File: src/rtl/ebi_pkg.sv
`default_nettype none

package ebi_pkg;

  // ----------------------------------------
  // bus and datapath widths
  // ----------------------------------------
  localparam int DATA_W = 16;
  localparam int ADDR_W = 8;
  localparam int TIME_W = 32;

  // register map
  localparam logic [ADDR_W-1:0] ADDR_STATUS       = 8'd0;
  localparam logic [ADDR_W-1:0] ADDR_CMD_WORD_1   = 8'd1;
  localparam logic [ADDR_W-1:0] ADDR_CMD_WORD_2   = 8'd2;
  localparam logic [ADDR_W-1:0] ADDR_CMD_WORD_3   = 8'd3;
  localparam logic [ADDR_W-1:0] ADDR_CMD_WORD_4   = 8'd4;
  localparam logic [ADDR_W-1:0] ADDR_CMD_WORD_5   = 8'd5;
  localparam logic [ADDR_W-1:0] ADDR_NEXT_SAMPLE  = 8'd6;
  localparam logic [ADDR_W-1:0] ADDR_TIME_CMD     = 8'd7;
  localparam logic [ADDR_W-1:0] ADDR_TIME_LOW     = 8'd9;
  localparam logic [ADDR_W-1:0] ADDR_TIME_HIGH    = 8'd10;
  localparam logic [ADDR_W-1:0] ADDR_SAMPLE_COUNT = 8'd11;
  localparam logic [ADDR_W-1:0] ADDR_READBACK     = 8'd12;
  localparam logic [ADDR_W-1:0] ADDR_CMD_COUNT    = 8'd13;

  // magic words written to ADDR_TIME_CMD
  localparam logic [DATA_W-1:0] TIME_CMD_RUN   = 16'hDEAD;
  localparam logic [DATA_W-1:0] TIME_CMD_CLEAR = 16'hBEEF;

  // sample hold value before the first pop
  localparam logic [DATA_W-1:0] SAMPLE_IDLE_VALUE = 16'hDEAD;

  // ----------------------------------------
  // fifo sizing
  // ----------------------------------------
  localparam int CMD_FIFO_DEPTH    = 16;
  localparam int SAMPLE_FIFO_DEPTH = 32;
  localparam int ALMOST_MARGIN     = 2;
  localparam int CMD_COUNT_W       = 5;
  localparam int SAMPLE_COUNT_W    = 6;

  // host bus request, all levels
  typedef struct packed {
    logic              cs;
    logic              rd;
    logic              wr;
    logic [ADDR_W-1:0] addr;
    logic [DATA_W-1:0] wdata;
  } ebi_req_t;

  // one command, w1 is the most significant word
  typedef struct packed {
    logic [DATA_W-1:0] w1;
    logic [DATA_W-1:0] w2;
    logic [DATA_W-1:0] w3;
    logic [DATA_W-1:0] w4;
    logic [DATA_W-1:0] w5;
  } cmd_word_t;

  typedef struct packed {
    logic almost_full;
    logic full;
    logic almost_empty;
    logic empty;
  } fifo_flags_t;

  typedef logic [DATA_W-1:0] sample_t;

endpackage

`default_nettype wire

File: src/rtl/ebi_bus_ctrl.sv
`timescale 1ns/1ps
`default_nettype none

module ebi_bus_ctrl (
  input  logic                                 clk,
  input  logic                                 rst,
  input  ebi_pkg::ebi_req_t                    req,
  output logic [ebi_pkg::DATA_W-1:0]           rdata,
  output ebi_pkg::cmd_word_t                   cmd,
  output logic                                 cmd_push,
  input  ebi_pkg::fifo_flags_t                 cmd_flags,
  input  logic [ebi_pkg::CMD_COUNT_W-1:0]      cmd_count,
  input  ebi_pkg::sample_t                     sample_data,
  output logic                                 sample_pop,
  input  ebi_pkg::fifo_flags_t                 sample_flags,
  input  logic [ebi_pkg::SAMPLE_COUNT_W-1:0]   sample_count,
  input  logic [ebi_pkg::TIME_W-1:0]           time_now,
  output logic                                 time_run,
  output logic                                 time_clear,
  output logic                                 irq
);

  typedef enum logic [4:0] {
    st_fetch          = 5'b00001,
    st_cmd_done       = 5'b00010,
    st_sample_read    = 5'b00100,
    st_sample_capture = 5'b01000,
    st_time_cmd       = 5'b10000
  } state_t;

  state_t                       state;
  state_t                       state_next;
  logic                         wr_stb;
  logic                         rd_stb;
  logic                         wr_d;
  logic                         wr_dd;
  logic                         rd_d;
  logic                         rd_dd;
  logic                         wr_done;
  logic                         rd_done;
  logic                         cmd_push_next;
  logic                         sample_pop_next;
  logic                         time_run_next;
  logic                         time_clear_next;
  logic                         capture_q;
  logic [ebi_pkg::DATA_W-1:0]   time_cmd_q;
  logic [ebi_pkg::DATA_W-1:0]   last_word_q;
  logic [ebi_pkg::DATA_W-1:0]   sample_hold_q;
  logic [ebi_pkg::DATA_W-1:0]   status_q;
  logic [ebi_pkg::DATA_W-1:0]   rdata_mux;

  assign wr_stb = req.cs & req.wr;
  assign rd_stb = req.cs & req.rd;

  // strobe fell two samples ago
  assign wr_done = ~wr_d & wr_dd;
  assign rd_done = ~rd_d & rd_dd;

  // ----------------------------------------
  // control fsm
  // ----------------------------------------
  always_comb begin
    state_next      = state;
    cmd_push_next   = 1'b0;
    sample_pop_next = 1'b0;
    time_run_next   = 1'b0;
    time_clear_next = 1'b0;
    case (state)
      st_fetch: begin
        if (wr_stb) begin
          if (req.addr == ebi_pkg::ADDR_CMD_WORD_5) begin
            state_next = st_cmd_done;
          end else if (req.addr == ebi_pkg::ADDR_TIME_CMD) begin
            state_next = st_time_cmd;
          end
        end else if (rd_stb && req.addr == ebi_pkg::ADDR_NEXT_SAMPLE) begin
          state_next = st_sample_read;
        end
      end
      st_cmd_done: begin
        if (wr_done) begin
          state_next    = st_fetch;
          cmd_push_next = 1'b1;
        end
      end
      st_sample_read: begin
        // host has the hold value, fetch the next one
        if (rd_done) begin
          state_next      = st_sample_capture;
          sample_pop_next = 1'b1;
        end
      end
      st_sample_capture: begin
        state_next = st_fetch;
      end
      st_time_cmd: begin
        if (wr_done) begin
          state_next = st_fetch;
          if (time_cmd_q == ebi_pkg::TIME_CMD_CLEAR) begin
            time_clear_next = 1'b1;
          end else if (time_cmd_q == ebi_pkg::TIME_CMD_RUN) begin
            time_run_next = 1'b1;
          end
        end
      end
      default: state_next = st_fetch;
    endcase
  end

  // read data source by address
  always_comb begin
    case (req.addr)
      ebi_pkg::ADDR_STATUS:       rdata_mux = status_q;
      ebi_pkg::ADDR_NEXT_SAMPLE:  rdata_mux = sample_hold_q;
      ebi_pkg::ADDR_TIME_LOW:     rdata_mux = time_now[15:0];
      ebi_pkg::ADDR_TIME_HIGH:    rdata_mux = time_now[31:16];
      ebi_pkg::ADDR_SAMPLE_COUNT: begin
        rdata_mux = {{(ebi_pkg::DATA_W - ebi_pkg::SAMPLE_COUNT_W){1'b0}}, sample_count};
      end
      ebi_pkg::ADDR_READBACK:     rdata_mux = last_word_q;
      ebi_pkg::ADDR_CMD_COUNT: begin
        rdata_mux = {{(ebi_pkg::DATA_W - ebi_pkg::CMD_COUNT_W){1'b0}}, cmd_count};
      end
      default:                    rdata_mux = '0;
    endcase
  end

  // ----------------------------------------
  // control and status registers
  // ----------------------------------------
  always_ff @(posedge clk) begin
    if (rst) begin
      state         <= st_fetch;
      cmd_push      <= 1'b0;
      sample_pop    <= 1'b0;
      time_run      <= 1'b0;
      time_clear    <= 1'b0;
      capture_q     <= 1'b0;
      wr_d          <= 1'b0;
      wr_dd         <= 1'b0;
      rd_d          <= 1'b0;
      rd_dd         <= 1'b0;
      status_q      <= '0;
      irq           <= 1'b0;
      rdata         <= '0;
      sample_hold_q <= ebi_pkg::SAMPLE_IDLE_VALUE;
    end else begin
      state      <= state_next;
      cmd_push   <= cmd_push_next;
      sample_pop <= sample_pop_next;
      time_run   <= time_run_next;
      time_clear <= time_clear_next;
      // fifo head is valid one cycle after the pop
      capture_q  <= (state == st_sample_capture);
      wr_d       <= wr_stb;
      wr_dd      <= wr_d;
      rd_d       <= rd_stb;
      rd_dd      <= rd_d;
      status_q   <= {cmd_flags.almost_full, cmd_flags.full,
                     cmd_flags.almost_empty, cmd_flags.empty,
                     sample_flags.almost_full, sample_flags.full,
                     sample_flags.empty, sample_flags.almost_empty,
                     8'h00};
      irq        <= status_q[14] | status_q[10];
      if (capture_q) begin
        sample_hold_q <= sample_data;
      end
      // first edge of a read only
      if (rd_stb && !rd_d) begin
        rdata <= rdata_mux;
      end
    end
  end

  // register bank for writes
  always_ff @(posedge clk) begin
    if (wr_stb) begin
      last_word_q <= req.wdata;
      case (req.addr)
        ebi_pkg::ADDR_CMD_WORD_1: cmd.w1     <= req.wdata;
        ebi_pkg::ADDR_CMD_WORD_2: cmd.w2     <= req.wdata;
        ebi_pkg::ADDR_CMD_WORD_3: cmd.w3     <= req.wdata;
        ebi_pkg::ADDR_CMD_WORD_4: cmd.w4     <= req.wdata;
        ebi_pkg::ADDR_CMD_WORD_5: cmd.w5     <= req.wdata;
        ebi_pkg::ADDR_TIME_CMD:   time_cmd_q <= req.wdata;
        default: ;
      endcase
    end
  end

endmodule

`default_nettype wire

File: src/rtl/ebi_subsystem.sv
`timescale 1ns/1ps
`default_nettype none

module ebi_subsystem (
  input  logic                          clk,
  input  logic                          rst,
  input  ebi_pkg::ebi_req_t             ebi_req,
  output logic [ebi_pkg::DATA_W-1:0]    ebi_rdata,
  input  logic                          sample_push,
  input  ebi_pkg::sample_t              sample_in,
  input  logic                          cmd_pop,
  output ebi_pkg::cmd_word_t            cmd_out,
  output logic [ebi_pkg::TIME_W-1:0]    time_now,
  output logic                          irq
);

  ebi_pkg::cmd_word_t                    cmd_word;
  logic                                  cmd_push;
  ebi_pkg::fifo_flags_t                  cmd_flags;
  logic [ebi_pkg::CMD_COUNT_W-1:0]       cmd_count;
  ebi_pkg::sample_t                      sample_data;
  logic                                  sample_pop;
  ebi_pkg::fifo_flags_t                  sample_flags;
  logic [ebi_pkg::SAMPLE_COUNT_W-1:0]    sample_count;
  logic                                  time_run;
  logic                                  time_clear;

  ebi_bus_ctrl u_ctrl (
    .clk          (clk),
    .rst          (rst),
    .req          (ebi_req),
    .rdata        (ebi_rdata),
    .cmd          (cmd_word),
    .cmd_push     (cmd_push),
    .cmd_flags    (cmd_flags),
    .cmd_count    (cmd_count),
    .sample_data  (sample_data),
    .sample_pop   (sample_pop),
    .sample_flags (sample_flags),
    .sample_count (sample_count),
    .time_now     (time_now),
    .time_run     (time_run),
    .time_clear   (time_clear),
    .irq          (irq)
  );

  time_base u_time (
    .clk      (clk),
    .rst      (rst),
    .run      (time_run),
    .clear    (time_clear),
    .time_now (time_now)
  );

  // ----------------------------------------
  // host to consumer commands
  // ----------------------------------------
  sync_fifo #(
    .payload_t (ebi_pkg::cmd_word_t),
    .DEPTH     (ebi_pkg::CMD_FIFO_DEPTH)
  ) u_cmd_fifo (
    .clk       (clk),
    .rst       (rst),
    .push      (cmd_push),
    .push_data (cmd_word),
    .pop       (cmd_pop),
    .pop_data  (cmd_out),
    .flags     (cmd_flags),
    .count     (cmd_count)
  );

  // acquisition samples to host
  sync_fifo #(
    .payload_t (ebi_pkg::sample_t),
    .DEPTH     (ebi_pkg::SAMPLE_FIFO_DEPTH)
  ) u_sample_fifo (
    .clk       (clk),
    .rst       (rst),
    .push      (sample_push),
    .push_data (sample_in),
    .pop       (sample_pop),
    .pop_data  (sample_data),
    .flags     (sample_flags),
    .count     (sample_count)
  );

endmodule

`default_nettype wire

File: src/rtl/sync_fifo.sv
`timescale 1ns/1ps
`default_nettype none

module sync_fifo #(
  parameter type payload_t = logic [15:0],
  parameter int  DEPTH     = 16
) (
  input  logic                         clk,
  input  logic                         rst,
  input  logic                         push,
  input  payload_t                     push_data,
  input  logic                         pop,
  output payload_t                     pop_data,
  output ebi_pkg::fifo_flags_t         flags,
  output logic [$clog2(DEPTH+1)-1:0]   count
);

  localparam int PTR_W = $clog2(DEPTH);
  localparam int CNT_W = $clog2(DEPTH + 1);
  localparam logic [PTR_W-1:0] LAST_PTR = PTR_W'(DEPTH - 1);

  payload_t          mem [DEPTH];
  logic [PTR_W-1:0]  wr_ptr;
  logic [PTR_W-1:0]  rd_ptr;
  logic              do_push;
  logic              do_pop;

  // full drops the push, empty drops the pop
  assign do_push = push && !flags.full;
  assign do_pop  = pop && !flags.empty;

  // pointer, count and flag state
  always_ff @(posedge clk) begin
    if (rst) begin
      wr_ptr <= '0;
      rd_ptr <= '0;
      count  <= '0;
    end else begin
      if (do_push) begin
        wr_ptr <= (wr_ptr == LAST_PTR) ? '0 : wr_ptr + 1'b1;
      end
      if (do_pop) begin
        rd_ptr <= (rd_ptr == LAST_PTR) ? '0 : rd_ptr + 1'b1;
      end
      case ({do_push, do_pop})
        2'b10:   count <= count + 1'b1;
        2'b01:   count <= count - 1'b1;
        default: count <= count;
      endcase
    end
  end

  // storage and head register
  always_ff @(posedge clk) begin
    if (do_push) begin
      mem[wr_ptr] <= push_data;
    end
    if (do_pop) begin
      pop_data <= mem[rd_ptr];
    end
  end

  assign flags.full         = (count == CNT_W'(DEPTH));
  assign flags.empty        = (count == '0);
  assign flags.almost_full  = (count >= CNT_W'(DEPTH - ebi_pkg::ALMOST_MARGIN));
  assign flags.almost_empty = (count <= CNT_W'(ebi_pkg::ALMOST_MARGIN));

endmodule

`default_nettype wire

File: src/rtl/time_base.sv
`timescale 1ns/1ps
`default_nettype none

module time_base (
  input  logic                        clk,
  input  logic                        rst,
  input  logic                        run,
  input  logic                        clear,
  output logic [ebi_pkg::TIME_W-1:0]  time_now
);

  logic                        running;
  logic [ebi_pkg::TIME_W-1:0]  counter;

  // ----------------------------------------
  // run flag and counter
  // ----------------------------------------
  always_ff @(posedge clk) begin
    if (rst) begin
      running <= 1'b0;
      counter <= '0;
    end else begin
      if (clear) begin
        // clear also stops time
        counter <= '0;
        running <= 1'b0;
      end else begin
        if (running) begin
          counter <= counter + 1'b1;
        end
        // count begins on the cycle after run
        if (run) begin
          running <= 1'b1;
        end
      end
    end
  end

  assign time_now = counter;

endmodule

`default_nettype wire

File: config.mk
export PLATFORM = sky130hd
export DESIGN_NAME = ebi_subsystem
export DESIGN_NICKNAME = d
export VERILOG_FILES = /design/src/rtl/ebi_pkg.sv /design/src/rtl/ebi_bus_ctrl.sv /design/src/rtl/ebi_subsystem.sv /design/src/rtl/sync_fifo.sv /design/src/rtl/time_base.sv
export SDC_FILE = /design/constraint.sdc
export NUM_CORES = 2
export LEC_CHECK = 0
export BUFFER_PORTS_ARGS = -buffer_cell sky130_fd_sc_hd__buf_2
export CAP_MARGIN = 30
export CORE_UTILIZATION = 67
export DETAILED_ROUTE_END_ITERATION = 6
export PLACE_DENSITY = 0.94
export SYNTH_ARGS = -nofsm -noshare
export SYNTH_HDL_FRONTEND = slang
export SYNTH_HIERARCHICAL = 1
export SYNTH_SLANG_ARGS = --single-unit
File: constraint.sdc
create_clock -name clk -period 24 [get_ports clk]
set_input_delay 6 -clock clk [delete_from_list [all_inputs] [get_ports clk]]
set_output_delay 6 -clock clk [all_outputs]
set_load 0.03 [all_outputs]
# == After elaboration in Yosys (flattened, before gate mapping) ==
# Memories as Yosys holds them, arrays and structs flattened. A register that Yosys moved wholly into a read port is not among the register bits.
# Cells that the tools add are included.
# classes
order_cmp,4
div,0
mux,22
n_addsub,9
eq_ne,33
n_bitwise,11
shift,0
n_reduce_logical,29
n_mul,0
# op_table
cell,count
$pmux 16 s7,1
$eq 8x4->1 const B,5
$mux 5,8
$add 32x1->32 const B,1
$eq 16x16->1 const B,2
$eq 8x3->1 const B,4
$eq 5x5->1 const B,4
$eq 8x2->1 const B,2
$add 5x1->5 const B,3
$pmux 5 s3,1
$pmux 6 s2,1
$reduce_and 2->1,6
$pmux 5 s2,1
$add 4x1->4 const B,2
$eq 4x4->1 const B,2
$eq 8x1->1 const B,1
$logic_not 8->1,1
$mux 1,8
$mux 4,2
$reduce_or 2->1,4
$add 6x1->6 const B,1
$eq 6x6->1 const B,1
$ge 6x5->1 const B,1
$le 6x2->1 const B,1
24 further kinds,45
# word_totals
mem_bits_rw,1792
output_inout_bits,129
latchBits,0
rom_bits,0
register_bits,237
in_bits,47
mem_count,2
# memory_table
memory,depth,word_bits,read_ports,rd_ports_with_merged_regs,write_ports,line,rtl
u_cmd_fifo.mem,16,80,1,1,1,sync_fifo.sv:22,payload_t mem [DEPTH];
u_sample_fifo.mem,32,16,1,1,1,sync_fifo.sv:22,

# == Longest topological paths before layout ==
# depth
ltp_word,5
mapped_depth,11
ltp_nobuf,10

# == By module ==
# Netlist, hierarchy kept.
# modules_own_cells
mod,area_per_inst_um2,cells_per_inst,instances,seq_area_each_um2
sync_fifo (u_cmd_fifo),51027.7,2145,1,41099.4
sync_fifo (u_sample_fifo),20988.9,1023,1,16175.5
ebi_bus_ctrl,6218.5,453,1,4464.3
time_base,1600.3,185,1,660.6

# == Least setup slack after synthesis ==
# No wires, ideal clock.
# synth_timing
path_kind,input -> register
start,input cmd_pop
end,register u_cmd_fifo.count[4]
path_buffers,0
arrival_ps,12085
required_time_ps,23879
slack_ps,11794
setup_time_ps,121
stages,8
cell_sequence,a21boi_1 ha_1 inv_1 fa_1 nand2b_1 a21oi_1 mux2i_1 mux2_2
# synth_between
elab_chain_cells,3
elab_cells_between_ends,5
# synth_lines
item,line,rtl
from (decl),ebi_subsystem.sv:11,"input logic cmd_pop,"
$logic_and 1x1->1 *,sync_fifo.sv:30,assign do_pop = pop && !flags.empty;
$eq 2x1->1 or $eq 2x2->1 (tied branches),sync_fifo.sv:45,"case ({do_push, do_pop})"
$pmux 5 s2 or $reduce_bool 2->1 (tied branches),--,
to (signal assigned),sync_fifo.sv:46,2'b10: count <= count + 1'b1;
to (signal assigned),sync_fifo.sv:47,2'b01: count <= count - 1'b1;
to (signal assigned),sync_fifo.sv:48,default: count <= count;
to (decl),sync_fifo.sv:15,output logic [$clog2(DEPTH+1)-1:0] count
# Every way passes the cells marked *; elsewhere a longest branch is shown, timed or not.
# A chain may end at the register's enable or synchronous reset.

# == Final worst setup path ==
# layout_timing
start,input cmd_pop
end,register u_cmd_fifo.count[4]
# layout_between
elab_chain_cells,3
elab_cells_between_ends,5
# layout_lines
item,line,rtl
$logic_and 1x1->1 *,sync_fifo.sv:30,
named net u_cmd_fifo.do_pop,sync_fifo.sv:26,logic do_pop;
$eq 2x1->1 or $eq 2x2->1 (tied branches),sync_fifo.sv:45,
$pmux 5 s2 or $reduce_bool 2->1 (tied branches),--,
# Mark *: on every way through the listed nets, which the timed path passes. The rest lies on a longest branch.

==> results_dict.tcl <==
set metrics [dict create \
    outcome "finished with violations" \
    failed_checks "DRC" \
    seq_power_share 0.561 \
    vias 45600 \
    ys.flop_type "edfxtp_1" \
    cts.root.buffer_cell "clkbuf_16" \
    first_global_vias 44800 \
    worst_ep_required_time_ps 24720 \
    dr.first_iter.drc_count 8919 \
    worstMarginPinSlew_ps 1110 \
    worstSkewPairLatency_ps 850 \
    tns_ps 0 \
    die_area_um2 121000 \
    synth_largest_area_cell "edfxtp_1" \
    hold_buffers 0 \
    nets 4147 \
    r2r_start "u_cmd_fifo/rd_ptr[0]$_SDFFE_PP0P_" \
    coreArea_um2 118000 \
    overflow 0 \
    worstPathArrival_ps 9160 \
    period_needed_ps 8440 \
    clock.fmax_ghz 0.118 \
    synth_async_sr_flop_share 0 \
    cts_setup_buffers 0 \
    hold_path_end "u_ctrl/sample_hold_q[15]$_SDFFE_PP1P_" \
    grt_pass1_wl_um 340000 \
    cts_buffers 194 \
    first_pass_iters 7 \
    design_area_um2 88800 \
    crit_path_max_fanout 37 \
    start_util 0.676 \
    finalMaxSlewViolations 0 \
    avgRoutedWirePerCell_um 43.0 \
    drive_above_1_share 0.241 \
    dpl_cell_area_um2 82600 \
    intPower_mw 5.65 \
    clock_skew_ps 45.9 \
    io_buffer_count 175 \
    synth_area_um2 79800 \
    synth_cells 3806 \
    cts.sinks 2117 \
    syn_nets 3877 \
    hp-start "u_sample_fifo/pop_data[15]$_DFFE_PP_" \
    ant_nets 0 \
    hold_viol 0 \
    rr_worst_depth 7 \
    synth_cell_types 85 \
    ios 176 \
    clk_pin_slew_ps 60 \
    vias_per_cell 7.88 \
    yosys-top-cells-area "edfxtp_1, mux4_2, dfxtp_1" \
    dpl.hpwl_um 123000 \
    htree_num_levels 4 \
    hold_depth 2 \
    cts-resized-gates 0 \
    power_frac_comb 0.012 \
    power_density_nw_per_um2 80.6 \
    std_cell_rows 126 \
    die_y_um 347 \
    finalSetupViolations 0 \
    r2r_slack_ps 19370 \
    synth.most_common_cell "edfxtp_1" \
    relSlewSlack 0.258 \
    grt_use_total 0.413 \
    ir_drop_mv 0.0802 \
    finalCritPeriodShare 0.352 \
    grt_antenna_before_repair 20 \
    cp-end-kind "flip-flop" \
    swShare 0.211 \
    hold_class "flip-flop to flip-flop" \
    synth_seq_cells 2117 \
    place_congestion 0.928 \
    area_growth_pct 11.3 \
    rsz0062_at_grt "no" \
    avgSynthCellArea_um2 21.0 \
    grt_max_degree 138 \
    power_switching_mw 1.51 \
    wl_um 249000 \
    p_clk_frac 0.427 \
    leakage_nw 27.6 \
    worstSetupPathType "input port to flip-flop" \
    die_x_um 347 \
    maxCapViolations 0 \
    cts_tree "built" \
    clockBufferDepth 3 \
    synth_seq_area_share 0.782 \
    ys_warn_count 6 \
    synth_commonest_cells "edfxtp_1, mux4_2, a22oi_1" \
    synth_top_area_share 0.752 \
    route.detailed.drc 29 \
    synth_edf_count 2000 \
    reg2reg_to "u_cmd_fifo/pop_data[69]$_DFFE_PP_" \
    startpoint_type "input port" \
]
worst max-delay path by stage:
stage	startpoint	endpoint	slack, ps	depth (start not counted)
3_3_place_gp	cmd_pop	u_cmd_fifo/count[4]$_SDFFE_PP0P_	15330	10
3_5_place_dp	cmd_pop	u_cmd_fifo/count[4]$_SDFFE_PP0P_	14970	10
2_1_floorplan	cmd_pop	u_cmd_fifo/count[4]$_SDFFE_PP0P_	11790	8
5_1_grt	cmd_pop	u_cmd_fifo/count[4]$_SDFFE_PP0P_	15620	10
6_report	cmd_pop	u_cmd_fifo/count[4]$_SDFFE_PP0P_	15560	10
4_1_cts	cmd_pop	u_cmd_fifo/count[4]$_SDFFE_PP0P_	15730	10
sequential cells by signal (all words and copies together), names as in the netlist, 5 cells and up:
name	flops
u_cmd_fifo/count	5
u_cmd_fifo/mem	1280
u_cmd_fifo/pop_data	80
u_ctrl/cmd	80
u_ctrl/last_word_q	16
u_ctrl/rdata	16
u_ctrl/sample_hold_q	16
u_ctrl/state	5
u_ctrl/status_q	8
u_ctrl/time_cmd_q	16
u_sample_fifo/count	6
u_sample_fifo/mem	512
u_sample_fifo/pop_data	16
u_sample_fifo/rd_ptr	5
u_sample_fifo/wr_ptr	5
u_time/time_now	32
cell usage in the layout (no fill, tap or decap), types with 18 or more instances in the layout:
| cell type | synthesis | layout |
|---|---|---|
| buf_4 | 23 | 96 |
| buf_2 | 48 | 175 |
| clkinv_1 | 0 | 41 |
| nand4_1 | 20 | 20 |
| dfxtp_1 | 117 | 113 |
| clkinv_2 | 0 | 23 |
| o21ai_0 | 36 | 36 |
| mux4_2 | 416 | 416 |
| mux2i_1 | 93 | 93 |
| a22oi_1 | 214 | 214 |
| nor2b_1 | 25 | 21 |
| a21oi_1 | 59 | 59 |
| diode_2 | 0 | 18 |
| inv_1 | 22 | 22 |
| nor2_1 | 119 | 105 |
| nand2_1 | 160 | 160 |
| ha_1 | 22 | 22 |
| o22ai_1 | 18 | 18 |
| clkbuf_16 | 0 | 196 |
| clkbuf_1 | 91 | 62 |
| edfxtp_1 | 2000 | 2000 |
| a211oi_1 | 23 | 23 |
| nand3_1 | 19 | 19 |
power groups by stage:
stage | sequential (mW) | clock [mW] | combinational [mW]
final | 4.01 | 3.06 | 0.0874
after global routing | 4.01 | 3.18 | 0.0877
after CTS | 4.01 | 3.05 | 0.0814
after detailed placement | 4.09 | 0 | 0.0784
after global placement | 4.09 | 0 | 0.0745
after floorplan | 4.09 | 0 | 0.0353
critical path: stages:
cell and delay (ps):
buf_2 110, a21boi_4 190, buf_4 590, ha_1 440, inv_1 130, fa_1 440
nand2b_1 170, a21oi_1 280, mux2i_1 390, mux2_2 370
area by class of cell:
type | count | area [µm²]
well taps | 1536 | 1920
clock buffers | 266 | 5250
fillers | 5560 | 29200
flip-flops and latches | 2117 | 62400
multi-input cells | 1458 | 16500
repair buffers | 282 | 1850
diodes | 18 | 45.0
inverters | 23 | 88.8
clock inverters | 93 | 806
per-layer routing:
layer / routed length (µm) / share of wire / track usage
met2: 118000 / 0.47 / 0.655
met1: 70500 / 0.28 / 0.495
met4: 23900 / 0.096 / 0.307
met3: 36400 / 0.15 / 0.104
met5: 50 / 0.00020 / 0
kinds of logic after synthesis:
| family | Yosys count | share of synthesized area |
|---|---|---|
| multiplexers | 515 | 0.130 |
| adder cells (fa/ha/maj) | 24 | 0.00395 |
| buffers and inverters | 231 | 0.0145 |
| flip-flops | 2117 | 0.782 |
| AND/OR/NAND/NOR | 460 | 0.0287 |
| XOR/XNOR | 18 | 0.00197 |
| AO/OA/AOI/OAI | 441 | 0.0394 |
stage by stage:
step / hold slack (ps) / util / setup slack, ps / power, mW / std cells
after global placement: 438 / 0.699 / 15330 / 4.17 / 5407
after detailed placement: 443 / 0.699 / 14970 / 4.17 / 5408
after global routing: 487 / 0.752 / 15620 / 7.28 / 5780
after CTS: 470 / 0.750 / 15730 / 7.14 / 5767
final: 458 / 0.752 / 15560 / 7.16 / 5793
after floorplan: 411 / - / 11790 / 4.12 / 3806
(Power assumes the default switching activity.)
